==> src/cpuPkg.sv <==
/*
 * Shared types for the accumulator processor.
 * Holds the bus structs, the opcode and state encodings and the default widths.
 * Every design file imports what it needs from here.
 */
`default_nettype none

package cpuPkg;

	parameter int dataWidth = 8;
	parameter int addrWidth = 16;

	// Fixed encodings; the addressing mode is part of the name
	typedef enum logic [7:0] {
		opNop    = 8'h00,
		opLdaImm = 8'h10,
		opAddImm = 8'h11,
		opSubImm = 8'h12,
		opAndImm = 8'h13,
		opOraImm = 8'h14,
		opLdaAbs = 8'h20,
		opAddAbs = 8'h21,
		opSubAbs = 8'h22,
		opAndAbs = 8'h23,
		opOraAbs = 8'h24,
		opStaAbs = 8'h25,
		opJmpAbs = 8'h26,
		opCla    = 8'h30,
		opIna    = 8'h31,
		opDca    = 8'h32,
		opCpa    = 8'h33,
		opClc    = 8'h34,
		opSec    = 8'h35,
		opBeq    = 8'h40,
		opBne    = 8'h41,
		opBcc    = 8'h42,
		opBcs    = 8'h43,
		opHlt    = 8'hff
	} opcodeT;

	typedef enum logic [2:0] {
		stFetch, stDecode, stOperandLow, stOperandHigh,
		stDataAccess, stExecute, stHalted, stTrapped
	} stateT;

	typedef enum logic [3:0] {
		hold, load, add, sub, andOp, orOp,
		clear, inc, dec, complement, clearCarry, setCarry
	} aluOpT;

	typedef enum logic [1:0] {fromPc, fromOperand} addrSelT;

	typedef struct packed {
		logic cyc;
		logic stb;
		logic we;
		logic [addrWidth-1:0] adr;
		logic [dataWidth-1:0] dat;
	} wbReqT;

	typedef struct packed {
		logic ack;
		logic [dataWidth-1:0] dat;
	} wbRspT;

	typedef struct packed {
		logic start; // One-cycle pulse
		logic write;
		addrSelT addrSel;
	} busCmdT;

	typedef struct packed {
		logic increment;
		logic loadAbsolute;
		logic branch;
	} pcCtrlT;

	typedef struct packed {
		logic carry;
		logic zero;
		logic negative;
	} flagsT;

endpackage

`default_nettype wire
==> src/cpuTop.sv <==
/*
 * Processor top level. Wires the control FSM, program counter, bus master
 * and accumulator together behind one Wishbone classic master port.
 */
`default_nettype none

module cpuTop import cpuPkg::*; #(
	parameter int dataWidth = cpuPkg::dataWidth,
	parameter int addrWidth = cpuPkg::addrWidth
) (
	input logic CLK,
	input logic rstN,
	output wbReqT wbReq,
	input wbRspT wbRsp,
	output logic halted,
	output logic badOpcode
);

	busCmdT busCmd;
	pcCtrlT pcCtrl;
	aluOpT aluOp;
	opcodeT instr;
	flagsT flags;
	logic latchLow;
	logic loadInstr;
	logic done;
	logic [dataWidth-1:0] rdData;
	logic [dataWidth-1:0] acc;
	logic [addrWidth-1:0] pc;
	logic [addrWidth-1:0] operandAddr;

	cpuControl control (
		.CLK(CLK), .rstN(rstN), .instr(instr), .flags(flags), .done(done),
		.busCmd(busCmd), .latchLow(latchLow), .pcCtrl(pcCtrl), .aluOp(aluOp),
		.loadInstr(loadInstr), .halted(halted), .badOpcode(badOpcode)
	);

	programCounter #(.addrWidth(addrWidth), .dataWidth(dataWidth)) counter (
		.CLK(CLK), .rstN(rstN), .pcCtrl(pcCtrl), .operandAddr(operandAddr),
		.offset(rdData), .pc(pc)
	);

	busMaster #(.dataWidth(dataWidth), .addrWidth(addrWidth)) master (
		.CLK(CLK), .rstN(rstN), .busCmd(busCmd), .pc(pc), .acc(acc),
		.latchLow(latchLow), .wbReq(wbReq), .wbRsp(wbRsp), .done(done),
		.rdData(rdData), .operandAddr(operandAddr)
	);

	accumulatorUnit #(.dataWidth(dataWidth)) accumulator (
		.CLK(CLK), .rstN(rstN), .aluOp(aluOp), .loadInstr(loadInstr),
		.rdData(rdData), .instr(instr), .acc(acc), .flags(flags)
	);

endmodule

`default_nettype wire

==> src/accumulatorUnit.sv <==
/*
 * Instruction register, accumulator and flags.
 * Applies one accumulator action per cycle; flags change with the
 * accumulator in the same cycle.
 */
`default_nettype none

module accumulatorUnit import cpuPkg::*; #(
	parameter int dataWidth = cpuPkg::dataWidth
) (
	input logic CLK,
	input logic rstN,
	input aluOpT aluOp,
	input logic loadInstr,
	input logic [dataWidth-1:0] rdData,
	output opcodeT instr,
	output logic [dataWidth-1:0] acc,
	output flagsT flags
);

	logic [dataWidth-1:0] operand;
	logic [dataWidth:0] sumWide;
	logic [dataWidth:0] diffWide;
	logic [dataWidth-1:0] result;
	logic carryNext;

	// INA and DCA share the adder with a constant one
	assign operand = (aluOp == inc || aluOp == dec) ? dataWidth'(1) : rdData;
	assign sumWide = {1'b0, acc} + {1'b0, operand};
	assign diffWide = {1'b0, acc} - {1'b0, operand}; // Top bit is the borrow

	always_comb begin
		result = acc;
		carryNext = flags.carry;
		case (aluOp)
			load: result = rdData;
			add, inc: begin
				result = sumWide[dataWidth-1:0];
				carryNext = sumWide[dataWidth];
			end
			sub, dec: begin
				result = diffWide[dataWidth-1:0];
				carryNext = diffWide[dataWidth];
			end
			andOp: result = acc & rdData;
			orOp: result = acc | rdData;
			clear: result = '0;
			complement: result = ~acc;
			clearCarry: carryNext = 1'b0;
			setCarry: carryNext = 1'b1;
			default: result = acc;
		endcase
	end

	always_ff @(posedge CLK) begin
		if (!rstN) begin
			instr <= opNop;
			acc <= '0;
			flags <= '0;
		end else begin
			if (loadInstr)
				instr <= opcodeT'(rdData);
			if (aluOp != hold) begin
				acc <= result;
				flags <= '{carry: carryNext, zero: (result == '0),
					negative: result[dataWidth-1]};
			end
		end
	end

endmodule

`default_nettype wire

==> src/busMaster.sv <==
/*
 * Wishbone classic master. Runs one access per start command, holds the
 * request stable until ack, latches the read byte and builds the
 * operand address from the captured low byte and the last byte read.
 */
`default_nettype none

module busMaster import cpuPkg::*; #(
	parameter int dataWidth = cpuPkg::dataWidth,
	parameter int addrWidth = cpuPkg::addrWidth
) (
	input logic CLK,
	input logic rstN,
	input busCmdT busCmd,
	input logic [addrWidth-1:0] pc,
	input logic [dataWidth-1:0] acc,
	input logic latchLow,
	output wbReqT wbReq,
	input wbRspT wbRsp,
	output logic done,
	output logic [dataWidth-1:0] rdData,
	output logic [addrWidth-1:0] operandAddr
);

	logic active; // Drives both cyc and stb
	logic weReg;
	logic [addrWidth-1:0] adrReg;
	logic [dataWidth-1:0] datReg;
	logic [dataWidth-1:0] lowByte;
	logic finish;

	assign finish = active && wbRsp.ack;

	always_ff @(posedge CLK) begin
		if (!rstN) begin
			active <= 1'b0;
			weReg <= 1'b0;
			done <= 1'b0;
		end else begin
			done <= finish;
			if (busCmd.start) begin
				active <= 1'b1;
				weReg <= busCmd.write;
			end else if (finish) begin
				active <= 1'b0;
				weReg <= 1'b0;
			end
		end
	end

	always_ff @(posedge CLK) begin
		if (busCmd.start) begin
			adrReg <= (busCmd.addrSel == fromOperand) ? operandAddr : pc;
			datReg <= acc;
		end
		if (finish)
			rdData <= wbRsp.dat;
		if (latchLow)
			lowByte <= rdData;
	end

	// High byte is whatever was read last
	assign operandAddr = addrWidth'({rdData, lowByte});

	assign wbReq = '{cyc: active, stb: active, we: weReg, adr: adrReg, dat: datReg};

endmodule

`default_nettype wire

==> src/programCounter.sv <==
/*
 * Program counter. Steps past each fetched byte, loads absolute jump
 * targets and adds signed branch offsets.
 */
`default_nettype none

module programCounter import cpuPkg::*; #(
	parameter int addrWidth = cpuPkg::addrWidth,
	parameter int dataWidth = cpuPkg::dataWidth
) (
	input logic CLK,
	input logic rstN,
	input pcCtrlT pcCtrl,
	input logic [addrWidth-1:0] operandAddr,
	input logic [dataWidth-1:0] offset,
	output logic [addrWidth-1:0] pc
);

	logic [addrWidth-1:0] nextPc;
	logic [addrWidth-1:0] offsetExt;
	logic [addrWidth-1:0] branchTarget;

	assign nextPc = pc + addrWidth'(1);

	// Offset counts from the byte after itself
	assign offsetExt = {{(addrWidth-dataWidth){offset[dataWidth-1]}}, offset};
	assign branchTarget = nextPc + offsetExt;

	always_ff @(posedge CLK) begin
		if (!rstN) begin
			pc <= '0;
		end else if (pcCtrl.branch) begin
			pc <= branchTarget;
		end else if (pcCtrl.loadAbsolute) begin
			pc <= operandAddr;
		end else if (pcCtrl.increment) begin
			pc <= nextPc;
		end
	end

endmodule

`default_nettype wire

==> src/cpuControl.sv <==
/*
 * Instruction state machine. Walks fetch, decode, operand and data cycles,
 * issues one bus command per access and steers the counter and accumulator.
 */
`default_nettype none

module cpuControl import cpuPkg::*; (
	input logic CLK,
	input logic rstN,
	input opcodeT instr,
	input flagsT flags,
	input logic done,
	output busCmdT busCmd,
	output logic latchLow,
	output pcCtrlT pcCtrl,
	output aluOpT aluOp,
	output logic loadInstr,
	output logic halted,
	output logic badOpcode
);

	stateT state, nextState;
	busCmdT cmdNext;

	function automatic aluOpT aluFor(opcodeT op);
		case (op)
			opLdaImm, opLdaAbs: return load;
			opAddImm, opAddAbs: return add;
			opSubImm, opSubAbs: return sub;
			opAndImm, opAndAbs: return andOp;
			opOraImm, opOraAbs: return orOp;
			opCla: return clear;
			opIna: return inc;
			opDca: return dec;
			opCpa: return complement;
			opClc: return clearCarry;
			opSec: return setCarry;
			default: return hold; // NOP and STA leave acc alone
		endcase
	endfunction

	function automatic logic branchTaken(opcodeT op, flagsT f);
		case (op)
			opBeq: return f.zero;
			opBne: return !f.zero;
			opBcc: return !f.carry;
			opBcs: return f.carry;
			default: return 1'b0;
		endcase
	endfunction

	always_comb begin
		nextState = state;
		aluOp = hold;
		loadInstr = 1'b0;
		latchLow = 1'b0;
		pcCtrl = '0;
		case (state)
			stFetch: if (done) begin
				loadInstr = 1'b1;
				pcCtrl.increment = 1'b1;
				nextState = stDecode;
			end
			stDecode: case (instr)
				opLdaImm, opAddImm, opSubImm, opAndImm, opOraImm,
				opBeq, opBne, opBcc, opBcs,
				opLdaAbs, opAddAbs, opSubAbs, opAndAbs, opOraAbs,
				opStaAbs, opJmpAbs: nextState = stOperandLow;
				opNop, opCla, opIna, opDca, opCpa, opClc, opSec: nextState = stExecute;
				opHlt: nextState = stHalted;
				default: nextState = stTrapped;
			endcase
			stOperandLow: if (done) begin
				case (instr)
					opLdaAbs, opAddAbs, opSubAbs, opAndAbs, opOraAbs,
					opStaAbs, opJmpAbs: begin
						latchLow = 1'b1; // Low address byte first
						pcCtrl.increment = 1'b1;
						nextState = stOperandHigh;
					end
					opBeq, opBne, opBcc, opBcs: begin
						pcCtrl.branch = branchTaken(instr, flags);
						pcCtrl.increment = !branchTaken(instr, flags);
						nextState = stFetch;
					end
					default: begin
						aluOp = aluFor(instr); // Immediate operand in rdData
						pcCtrl.increment = 1'b1;
						nextState = stFetch;
					end
				endcase
			end
			stOperandHigh: if (done) begin
				if (instr == opJmpAbs) begin
					pcCtrl.loadAbsolute = 1'b1;
					nextState = stFetch;
				end else begin
					pcCtrl.increment = 1'b1;
					nextState = stDataAccess;
				end
			end
			stDataAccess: if (done) begin
				aluOp = aluFor(instr);
				nextState = stFetch;
			end
			stExecute: begin
				aluOp = aluFor(instr);
				nextState = stFetch;
			end
			stHalted, stTrapped: nextState = state; // Wait for reset
			default: nextState = stTrapped;
		endcase
	end

	// Command goes out the cycle a bus state is entered
	always_comb begin
		cmdNext.start = (nextState != state) && (nextState == stFetch ||
			nextState == stOperandLow || nextState == stOperandHigh ||
			nextState == stDataAccess);
		cmdNext.write = (nextState == stDataAccess) && (instr == opStaAbs);
		cmdNext.addrSel = (nextState == stDataAccess) ? fromOperand : fromPc;
	end

	always_ff @(posedge CLK) begin
		if (!rstN) begin
			state <= stExecute; // Runs the reset NOP, then fetches
			busCmd <= '0;
		end else begin
			state <= nextState;
			busCmd <= cmdNext;
		end
	end

	assign halted = (state == stHalted);
	assign badOpcode = (state == stTrapped);

endmodule

`default_nettype wire

==> config.mk <==
export PLATFORM = sky130hd
export DESIGN_NAME = cpuTop
export DESIGN_NICKNAME = d
export VERILOG_FILES = /design/src/cpuPkg.sv /design/src/cpuTop.sv /design/src/accumulatorUnit.sv /design/src/busMaster.sv /design/src/programCounter.sv /design/src/cpuControl.sv
export SDC_FILE = /design/constraint.sdc
export NUM_CORES = 1
export LEC_CHECK = 0
export ABC_AREA = 1
export BUFFER_PORTS_ARGS = -buffer_cell sky130_fd_sc_hd__buf_4
export CAP_MARGIN = 20
export CORE_MARGIN = 2
export CORE_UTILIZATION = 51
export CTS_BUF_LIST = sky130_fd_sc_hd__clkbuf_2 sky130_fd_sc_hd__clkbuf_4 sky130_fd_sc_hd__clkbuf_8
export DETAILED_ROUTE_END_ITERATION = 6
export PLACE_DENSITY = 0.74
export RECOVER_POWER = 25
export SLEW_MARGIN = 40
export SYNTH_ARGS = -nofsm -noshare
export SYNTH_HDL_FRONTEND = slang
export SYNTH_SLANG_ARGS = --single-unit
==> constraint.sdc <==
create_clock -name CLK -period 4.1 [get_ports CLK]
set_input_delay 0.82 -clock CLK [delete_from_list [all_inputs] [get_ports CLK]]
set_output_delay 0.82 -clock CLK [all_outputs]
set_load 0.01 [all_outputs]
==> results.py, run 1 <==
metrics = {
    "clock_network": {
        "clk_path_buf_depth": 2,
        "cts_sinks": 87,
        "cts_buffers": 9,
        "clk_pin_slew_ps": 90,
        "root_buffer": "clkbuf_8",
        "hold_buffers": 0,
        "htree_levels": 3,
        "clock_latency_ps": 380,
        "cts_tree": "built",
    },
    "detailed_routing": {
        "drt_iter0_drc": 433,
        "via_per_inst": 5.44,
        "final_antenna_net_count": 0,
        "via_count": 5754,
        "drc": 0,
        "dr.pass1.iters": 5,
        "wirelength_um": 15700,
        "wl_per_cell_um": 14.9,
    },
    "critical_path": {
        "cp_top_family": "simple AND/OR/NAND/NOR gates",
        "worstPathRequired_ps": 4420,
        "cp-start-kind": "flop",
        "crit_path_max_incr_delay_ps": 380,
        "cp_num_buf_inv": 4,
        "r2r_setup_slack_ps": 400,
        "cp_max_fo": 10,
        "cpMostUsedCell": "nand2_1",
        "crit_path_top_delay_cell": "ha_2",
        "criticalPathCategory": "reg2reg",
        "endpoint_kind": "flop",
        "worst_ep_arrival_time_ps": 4030,
    },
    "floorplanning": {
        "start_util_pct": 52.0,
        "die-area_um2": 13100,
        "die_h_um": 114,
        "io_pins": 40,
        "core_area_um2": 12000,
        "die_x_um": 114,
        "rows": 40,
    },
    "timing": {
        "fmax_ghz": 0.270,
        "setup_tns_ps": 0,
        "maxSlewViolCount": 26,
        "layout_min_cycle_time_ps": 3700,
        "setup_viol": 0,
        "slew_headroom_pct": -0.0207,
        "skew_ps": 11.7,
        "rsz0062_at_grt": "false",
        "hold_viol": 0,
        "worstMarginPinSlew_ps": 1500,
        "post-route-period-util_pct": 90.4,
    },
    "grt": {
        "grt_overflow": 0,
        "antenna_found_initial": 0,
        "grt_pass1_wl_um": 25900,
        "grt_use_total_pct": 25.3,
        "grt_max_degree": 33,
        "grt_pass1_vias": 5296,
    },
    "yosys": {
        "ys_async_sr_fraction_pct": 0,
        "netlist_instances": 868,
        "synth_cell_types": 45,
        "synth_edf_count": 40,
        "yosys_warnings": 0,
        "synthTopCellsByCount": "nand2_1, inv_1, nor2_1",
        "synth_top_area_cell": "edfxtp_1",
        "yosys.area.top_type_share_pct": 19.3,
        "syn_area_per_cell_um2": 7.17,
        "synth-main-ff-cell": "dfxtp_1",
        "postSynthRegisterBits": 87,
        "synth_area_leaders": "edfxtp_1, dfxtp_1, nand2_1",
        "seq_area_frac_synth_pct": 34.4,
        "syn_nets": 920,
        "synth_most_common_cell": "nand2_1",
        "syn-cell-area_um2": 6220,
    },
    "cells_and_area": {
        "nets": 957,
        "instances_no_fill": 1057,
        "antenna_cells": 0,
        "num-fill-cells": 1130,
        "drive_gt1_share_pct": 12.3,
        "area_growth_pct": 10.3,
        "seq_area_um2": 2150,
        "multi_input_area_um2": 3500,
    },
    "placement": {
        "dp.cells": 1041,
        "hpwl_um": 11600,
        "io_buffers": 39,
        "gp_congestion": 0.961,
    },
    "power_and_ir_drop": {
        "powerDensity_nw_per_um2": 268,
        "peakVddDrop_uv": 129,
        "swShare_pct": 28.3,
        "p_leak_nw": 3.26,
        "internal_power_mw": 1.32,
        "seq_power_share_pct": 54.7,
        "p_clk_share_pct": 31.4,
        "p_sw_mw": 0.519,
        "p_comb_share_pct": 14.0,
    },
    "status": {
        "violations": "max-capacitance violations, max-slew violations",
        "status": "finished, violations left",
    },
    "worst_hold_path": {
        "hold_class": "reg2reg",
    },
    "flow_run": {
        "cap_violations": 1,
    },
}
-- final timing paths --
| kind | start | end | depth (start not counted) |
|---|---|---|---|
| hold / removal | accumulator.instr[6] | accumulator.instr[6] | 2 |
| hold reg to reg | accumulator.instr[6] | accumulator.instr[6] | 2 |
| setup / recovery | accumulator.instr[7] | accumulator.flags[1] | 29 |
| setup reg to reg | accumulator.instr[7] | accumulator.flags[1] | 29 |
-- power by group through the flow --
| stage | sequential, mW | clock [mW] | combinational (mW) |
|---|---|---|---|
| finish | 1.00 | 0.576 | 0.256 |
| global route | 1.01 | 0.625 | 0.286 |
| CTS | 1.00 | 0.584 | 0.259 |
| detailed placement | 1.02 | 0 | 0.258 |
| global placement | 1.02 | 0 | 0.256 |
| floorplan | 1.04 | 0 | 0.139 |
-- layout make-up --
type	instances	share of cell area [%]
clock buffer	12	2.23
clock inverter	4	0.420
multi-input combinational	624	51.0
inverter	136	7.46
sequential	87	31.3
tap	147	2.68
timing repair buffer	47	4.93
-- cell families (layout without fill, tap and decap cells) --
kind of cell	count (synthesis)	after routing	synth area share, %
compound gates	166	166	15.1
xor+xnor	27	27	3.80
fa+ha+maj	41	41	8.61
buf+inv	157	199	9.72
flops	87	87	34.4
simple gates	390	390	28.3
-- layer usage --
layer	wire (um)	up-vias	global-route usage, %
li1	-	2908	-
met1	7090	2620	34.4
met2	7290	197	40.2
met3	955	29	4.71
met4	387	0	9.11
met5	0	-	0
-- registers in the layout (all words and copies together) (netlist names), named ones only --
register and flops:
accumulator.acc 8, accumulator.flags 2, accumulator.instr 8, control.busCmd 3, control.state 3, counter.pc 16, master.active 1, master.adrReg 16
master.datReg 8, master.done 1, master.lowByte 8, master.rdData 8, master.weReg 1
-- tightest hold or removal path, delay by kind of cell, from the launching register on --
family,cells,cell delay [ps]
DFF,1,330
buffers and inverters,1,70
AOI/OAI and AO/OA,1,60
-- metrics by stage --
step / instance area, um^2 / hold slack [ps] / setup WS [ps] / power (mW) / util [%]
floorplan: 6220 / 457 / 766 / 1.17 / -
global placement: 6660 / 478 / 413 / 1.28 / 55.7
detailed placement: 6670 / 482 / 168 / 1.28 / 55.7
CTS: 6850 / 496 / 146 / 1.85 / 57.2
global route: 6860 / 537 / 30.1 / 1.92 / 57.3
finish: 6860 / 498 / 396 / 1.84 / 57.3
-- timing repair --
item,4_1_cts,5_1_grt
setup buffers,0,0
setup endpoints to repair,0,3
resized for setup,0,11
endpoints found under the hold margin,0,0
-- cell usage in the layout (no fill, tap or decap), types with 2 or more instances in the layout --
cell type | Yosys | final
nand3b_1 | 4 | 4
nor2_2 | 7 | 10
o21bai_1 | 3 | 3
xor2_1 | 25 | 25
nand4_1 | 8 | 8
edfxtp_1 | 40 | 40
nand2_4 | 3 | 3
a221oi_1 | 3 | 3
or2_2 | 3 | 3
a211oi_1 | 3 | 3
fa_1 | 3 | 3
clkinv_2 | 1 | 2
o211ai_1 | 16 | 16
dfxtp_2 | 0 | 5
dfxtp_1 | 47 | 42
o21ai_2 | 2 | 2
xnor2_1 | 2 | 2
nor3_1 | 14 | 14
inv_2 | 6 | 6
a31oi_1 | 5 | 5
inv_1 | 128 | 128
a21oi_1 | 60 | 60
nand3_2 | 3 | 4
buf_4 | 3 | 36
nand2_2 | 5 | 5
o311ai_0 | 2 | 2
o21ai_0 | 65 | 64
nand2_1 | 205 | 205
nand3_4 | 2 | 2
clkbuf_8 | 0 | 10
clkbuf_1 | 16 | 4
clkbuf_4 | 0 | 9
nor2_1 | 78 | 74
nand3_1 | 47 | 46
nor2_4 | 8 | 9
ha_1 | 38 | 37
Note: power is estimated with default switching activity, not from simulation.
==> run 2, diff against run 1 <==
--- a/config.mk
+++ b/config.mk
@@ -9,12 +9,13 @@
 export BUFFER_PORTS_ARGS = -buffer_cell sky130_fd_sc_hd__buf_4
 export CAP_MARGIN = 20
 export CORE_MARGIN = 2
-export CORE_UTILIZATION = 51
+export CORE_UTILIZATION = 45
 export CTS_BUF_LIST = sky130_fd_sc_hd__clkbuf_2 sky130_fd_sc_hd__clkbuf_4 sky130_fd_sc_hd__clkbuf_8
 export DETAILED_ROUTE_END_ITERATION = 6
-export PLACE_DENSITY = 0.74
+export PLACE_DENSITY = 0.67
 export RECOVER_POWER = 25
 export SLEW_MARGIN = 40
 export SYNTH_ARGS = -nofsm -noshare
 export SYNTH_HDL_FRONTEND = slang
+export SYNTH_HIERARCHICAL = 1
 export SYNTH_SLANG_ARGS = --single-unit
==> run 2 against run 1 <==
The run ends with max-capacitance violations left. Clock-buffer cell count shrank 3. Clock skew hardly changed. Design area rose by 13%. Utilization down 4.3 points. Via count is 13% higher. Sequential power shrank 5%. Synthesized cell count grew 12%. Combinational power decreased by 14%. Final cell count increased by 15%. Largest power group unchanged.
==> results.py, run 2 <==
metrics = {
    "detailed_routing": {
        "wl_met3_um": 1330,
        "via_count": 6499,
        "drt_iter0_drc": 502,
        "highest_layer": "met4",
        "wl_met1_um": 8960,
        "dr.pass1.iters": 5,
        "final_antenna_net_count": 0,
        "drc": 0,
        "wirelength_um": 18700,
        "dr_wl_met2_um": 8120,
        "via_per_inst": 5.37,
        "wl_per_cell_um": 15.4,
    },
    "grt": {
        "antenna_found_initial": 0,
        "grt_max_degree": 33,
        "grt_pass1_wl_um": 29800,
        "grt_use_total_pct": 23.4,
        "grt_pass1_vias": 5876,
        "grt_overflow": 0,
    },
    "worst_hold_path": {
        "hold_class": "reg2reg",
        "hold_depth": 2,
        "holdPathEnd": "master/weReg",
        "hold_start": "master/weReg",
    },
    "clock_network": {
        "cts_tree": "built",
        "cts_sinks": 83,
        "clock_latency_ps": 380,
        "root_buffer": "clkbuf_8",
        "htree_levels": 3,
        "clk_pin_slew_ps": 90,
        "clk_path_buf_depth": 2,
        "cts_buffers": 9,
        "hold_buffers": 0,
    },
    "cells_and_area": {
        "nets": 1081,
        "final_cell_mix": "nand2_1, nor2_1, inv_1",
        "area_growth_pct": 15.0,
        "reg_top3": "counter/pc (16), master/adrReg (16)",
        "antenna_cells": 0,
        "drive_gt1_share_pct": 20.7,
        "final_common_cell": "nand2_1",
        "instances_no_fill": 1211,
    },
    "timing": {
        "maxSlewViolCount": 0,
        "layout_setup_ws_ps": 44.8,
        "slew_headroom_pct": 0.628,
        "skew_ps": 12.0,
        "setup_viol": 0,
        "layout_min_cycle_time_ps": 4060,
        "post-route-period-util_pct": 98.9,
        "hold_viol": 0,
        "rsz0062_at_grt": "true",
        "fmax_ghz": 0.247,
        "worstMarginPinSlew_ps": 1490,
        "setup_tns_ps": 0,
    },
    "critical_path": {
        "r2r_start": "accumulator/instr[0]",
        "worst_ep_arrival_time_ps": 4370,
        "r2r_setup_slack_ps": 40,
        "cp_num_buf_inv": 4,
        "r2r-end": "accumulator/flags[1]",
        "criticalPathCategory": "reg2reg",
        "cp_max_fo": 5,
        "cp_top_family": "simple AND/OR/NAND/NOR gates",
        "crit_path_max_incr_delay_ps": 440,
        "cp-start-kind": "flop",
        "worst-path-stages": 26,
        "endpoint_kind": "flop",
        "crit_path_top_delay_cell": "fa_2",
        "worstPathRequired_ps": 4410,
        "cpMostUsedCell": "nor2_4",
        "ff2ff_path_depth": 26,
    },
    "status": {
        "status": "finished, violations left",
        "violations": "max-capacitance violations",
    },
    "flow_run": {
        "cap_violations": 1,
    },
    "placement": {
        "pre_cts_slack_ps": -102,
        "hpwl_um": 13800,
        "dp.cells": 1190,
        "io_buffers": 39,
        "gp_congestion": 0.980,
    },
    "yosys": {
        "yosys_warnings": 6,
        "syn_nets": 1031,
        "syn-cell-area_um2": 6730,
        "netlist_instances": 972,
        "syn_area_per_cell_um2": 6.92,
    },
    "power_and_ir_drop": {
        "peakVddDrop_uv": 166,
        "p_leak_nw": 3.61,
        "powerDensity_nw_per_um2": 231,
    },
    "floorplanning": {
        "die-area_um2": 15900,
        "core_area_um2": 14600,
        "start_util_pct": 46.1,
        "io_pins": 40,
        "rows": 44,
        "die_h_um": 126,
        "die_x_um": 126,
    },
}
==> run 2: stage by stage <==
| stage | instance area [um^2] | total power, mW | utilization [%] | hold slack, ps |
|---|---|---|---|---|
| final | 7740 | 1.78 | 53.0 | 475 |
| after global placement | 7240 | 1.17 | 49.6 | 450 |
| after detailed placement | 7240 | 1.18 | 49.6 | 467 |
| after floorplan | 6730 | 1.10 | - | 435 |
| after global routing | 7740 | 1.86 | 53.0 | 501 |
| after CTS | 7480 | 1.79 | 51.3 | 481 |
==> run 2: final cells by class <==
cell class,instances,area [um^2]
Fill cell,1448,6850
Timing Repair Buffer,69,510
Inverter,126,482
Clock inverter,7,76.3
Multi-Input combinational cell,733,4250
Clock buffer,9,124
Tap cell,184,230
Sequential cell,83,2070
==> run 2: repair_timing <==
action                                  CTS  global route
setup buffers                             1             4
gates resized for setup                   9            58
pin swaps                                 6            23
endpoints found under the setup margin    1             8
==> run 2: per-layer routing <==
layer / vias to the layer above / global-route usage (%)
li1: 3268 / -
met1: 2942 / 34.3
met2: 265 / 35.2
met3: 24 / 4.63
met4: 0 / 6.27
met5: - / 0
==> run 2: worst max path at each step <==
stage / from / end / slack (ps)
5_1_grt: accumulator/instr[0] / accumulator/flags[1] / -210
4_1_cts: accumulator/instr[0] / accumulator/flags[1] / 20
3_5_place_dp: accumulator/instr[1] / accumulator/flags[1] / -100
3_3_place_gp: accumulator/instr[1] / accumulator/flags[1] / -4
2_1_floorplan: accumulator/instr[0] / accumulator/flags[1] / 3
6_report: accumulator/instr[0] / accumulator/flags[1] / 40
==> run 2: power breakdown <==
group / internal, mW / switching, mW / total (mW)
combinational: 0.0868 / 0.133 / 0.219
clock: 0.285 / 0.333 / 0.618
sequential: 0.911 / 0.0360 / 0.947
total: 1.28 / 0.502 / 1.78
==> run 2: worst reg2reg max path: cells and delay by family (launching register included) <==
kind,cells,cell delay [ps]
AOI/OAI and AO/OA,5,790
buffers and inverters,4,360
DFF,1,380
and+or+nand+nor,14,1630
adders and majority gates,3,830
==> run 3, diff against run 2 <==
--- a/config.mk
+++ b/config.mk
@@ -6,13 +6,13 @@
 export NUM_CORES = 1
 export LEC_CHECK = 0
 export ABC_AREA = 1
+export ABC_CLOCK_PERIOD_IN_PS = 4100
 export BUFFER_PORTS_ARGS = -buffer_cell sky130_fd_sc_hd__buf_4
 export CAP_MARGIN = 20
 export CORE_MARGIN = 2
 export CORE_UTILIZATION = 45
 export CTS_BUF_LIST = sky130_fd_sc_hd__clkbuf_2 sky130_fd_sc_hd__clkbuf_4 sky130_fd_sc_hd__clkbuf_8
 export DETAILED_ROUTE_END_ITERATION = 6
-export PLACE_DENSITY = 0.67
 export RECOVER_POWER = 25
 export SLEW_MARGIN = 40
 export SYNTH_ARGS = -nofsm -noshare
==> run 3 against run 2 <==
The flow now finishes without violations. Global-route usage increased by 0.61 points. Setup slack improved by 110 ps. Utilization increased by 0.25 points. Critical endpoint unchanged. Largest power group unchanged.
==> results.py, run 3 (same netlist as run 2, synthesis figures left out) <==
metrics = {
    "status": {
        "status": "complete, no violations",
    },
    "critical_path": {
        "ff2ff_path_depth": 26,
        "criticalPathCategory": "reg2reg",
        "worst_ep_arrival_time_ps": 4270,
        "r2r-end": "accumulator/flags[1]",
        "cp-start-kind": "flop",
        "worstPathRequired_ps": 4420,
        "r2r_setup_slack_ps": 150,
        "endpoint_kind": "flop",
        "worstSetupEndpoint": "accumulator/flags[1]",
        "r2r_start": "accumulator/instr[1]",
        "cp_max_fo": 4,
        "crit_start": "accumulator/instr[1]",
    },
    "cells_and_area": {
        "area_growth_pct": 15.5,
        "antenna_cells": 0,
        "num-fill-cells": 1437,
        "reg_top3": "counter/pc (16), master/adrReg (16)",
        "final_area_um2": 7770,
        "final_cell_mix": "nand2_1, nor2_1, inv_1",
        "drive_gt1_share_pct": 20.6,
        "nets": 1086,
        "final_common_cell": "nand2_1",
    },
    "power_and_ir_drop": {
        "p_comb_share_pct": 11.7,
        "p_clk_share_pct": 38.6,
        "p_sw_mw": 0.501,
        "p_leak_nw": 3.65,
        "peakVddDrop_uv": 157,
        "swShare_pct": 26.3,
        "internal_power_mw": 1.40,
        "seq_power_share_pct": 49.7,
        "powerDensity_nw_per_um2": 245,
    },
    "grt": {
        "grt_use_met2_pct": 36.1,
        "grt_max_degree": 33,
        "grt_busiest_layer": "met2",
        "grtUsageMet1_pct": 35.4,
        "grtUsageMet3_pct": 4.21,
        "grt_use_total_pct": 24.0,
        "grt_overflow": 0,
        "grt_pass1_wl_um": 30600,
        "antenna_found_initial": 0,
        "grt_pass1_vias": 5924,
    },
    "clock_network": {
        "root_buffer": "clkbuf_8",
        "cts_tree": "built",
        "cts_buffers": 9,
        "clock_latency_ps": 380,
        "htree_levels": 3,
        "cts_sinks": 83,
        "clk_path_buf_depth": 2,
        "clk_pin_slew_ps": 100,
    },
    "floorplanning": {
        "die-area_um2": 15900,
        "die_x_um": 126,
        "io_pins": 40,
        "die_h_um": 126,
        "rows": 44,
        "start_util_pct": 46.1,
        "core_area_um2": 14600,
    },
    "detailed_routing": {
        "drt_iter0_drc": 512,
        "via_count": 6426,
        "wl_per_cell_um": 15.8,
        "final_antenna_net_count": 0,
        "via_per_inst": 5.28,
        "dr.pass1.iters": 5,
        "drc": 0,
        "wirelength_um": 19200,
    },
    "placement": {
        "postPlaceCellArea_um2": 7250,
        "io_buffers": 39,
        "hpwl_um": 14200,
        "gp_congestion": 0.957,
    },
    "timing": {
        "setup_tns_ps": 0,
        "rsz0062_at_grt": "true",
        "fmax_ghz": 0.253,
        "worstMarginPinSlew_ps": 1350,
        "hold_viol": 0,
        "post-route-period-util_pct": 96.3,
        "setup_viol": 0,
        "slew_headroom_pct": 9.96,
        "skew_ps": 19.0,
        "maxSlewViolCount": 0,
        "layout_min_cycle_time_ps": 3950,
    },
    "worst_hold_path": {
        "hold_class": "reg2reg",
    },
    "flow_run": {
        "cap_violations": 0,
    },
}
-- run 3: cell count changes in the layout (fill, tap and decap cells not counted), moves of 3 or more --
cell     change
nor2_1       +4
nand2_1      +4
buf_4        +3
inv_1        -3
nor2_2       -3
-- run 3: per-layer routing --
metal	part of all wire [%]	up-vias
li1	-	3274
met1	49	2922
met2	42	203
met3	6.5	27
met4	1.8	0
met5	0	-
-- run 3: cell type report --
cell class	instances	area (um^2)	area share, %
tap	184	230	2.96
sequential	83	2070	26.6
timing repair buffer	74	556	7.15
inverter	126	483	6.21
clock inverter	7	116	1.50
clock buffer	9	124	1.59
multi-input combinational	733	4200	54.0
-- run 3: worst max-delay path, stage by stage (launching register included) --
cell and delay, ps:
dfxtp_4 370, buf_6 120, ha_4 170, o21ai_4 160, nor2_2 70, nor2_2 110, nand3_2 90, o21ai_2 130
o211ai_1 190, nor3b_2 260, inv_2 60, nand2_2 100, nor2_4 50, nor2_4 130, inv_2 50, or2_4 280
ha_4 160, inv_2 50, fa_2 460, a21boi_2 170, nor2_1 90, nand3_1 90, nand2_2 100, nand3_2 80
nor2_2 130, nand3_2 90, a21oi_2 120
-- run 3: how the worst min path moves through the flow --
stage	start	to	slack (ps)	cells after the start
6_report	master/weReg	master/weReg	470	2
3_5_place_dp	master/weReg	master/weReg	460	2
5_1_grt	master/weReg	master/weReg	500	2
4_1_cts	master/weReg	master/weReg	480	2
2_1_floorplan	master/weReg	master/weReg	440	2
3_3_place_gp	master/weReg	master/weReg	450	2
-- run 3: through the flow --
step	hold slack [ps]	setup WS (ps)	cells	power [mW]	util, %
3_5_place_dp	463	-81.3	1191	1.18	49.7
6_report	469	153	1216	1.90	53.3
3_3_place_gp	453	19.7	1191	1.18	49.7
4_1_cts	477	27.4	1209	1.91	51.6
5_1_grt	500	-134	1216	1.97	53.3
2_1_floorplan	435	3.47	972	1.10	-
-- run 3: timing repair --
action                     in CTS  in global routing
setup endpoints to repair       1                  7
hold buffers                    0                  0
pin swaps                       4                 29
resized for setup              10                 53
buffers inserted                2                  7
-- run 3: power by group through the flow --
| stage | registers [mW] | logic (mW) | clock network [mW] |
|---|---|---|---|
| floorplan | 0.969 | 0.127 | 0 |
| global placement | 0.967 | 0.212 | 0 |
| detailed placement | 0.967 | 0.212 | 0 |
| CTS | 0.948 | 0.214 | 0.748 |
| global route | 0.951 | 0.246 | 0.774 |
| finish | 0.947 | 0.222 | 0.735 |
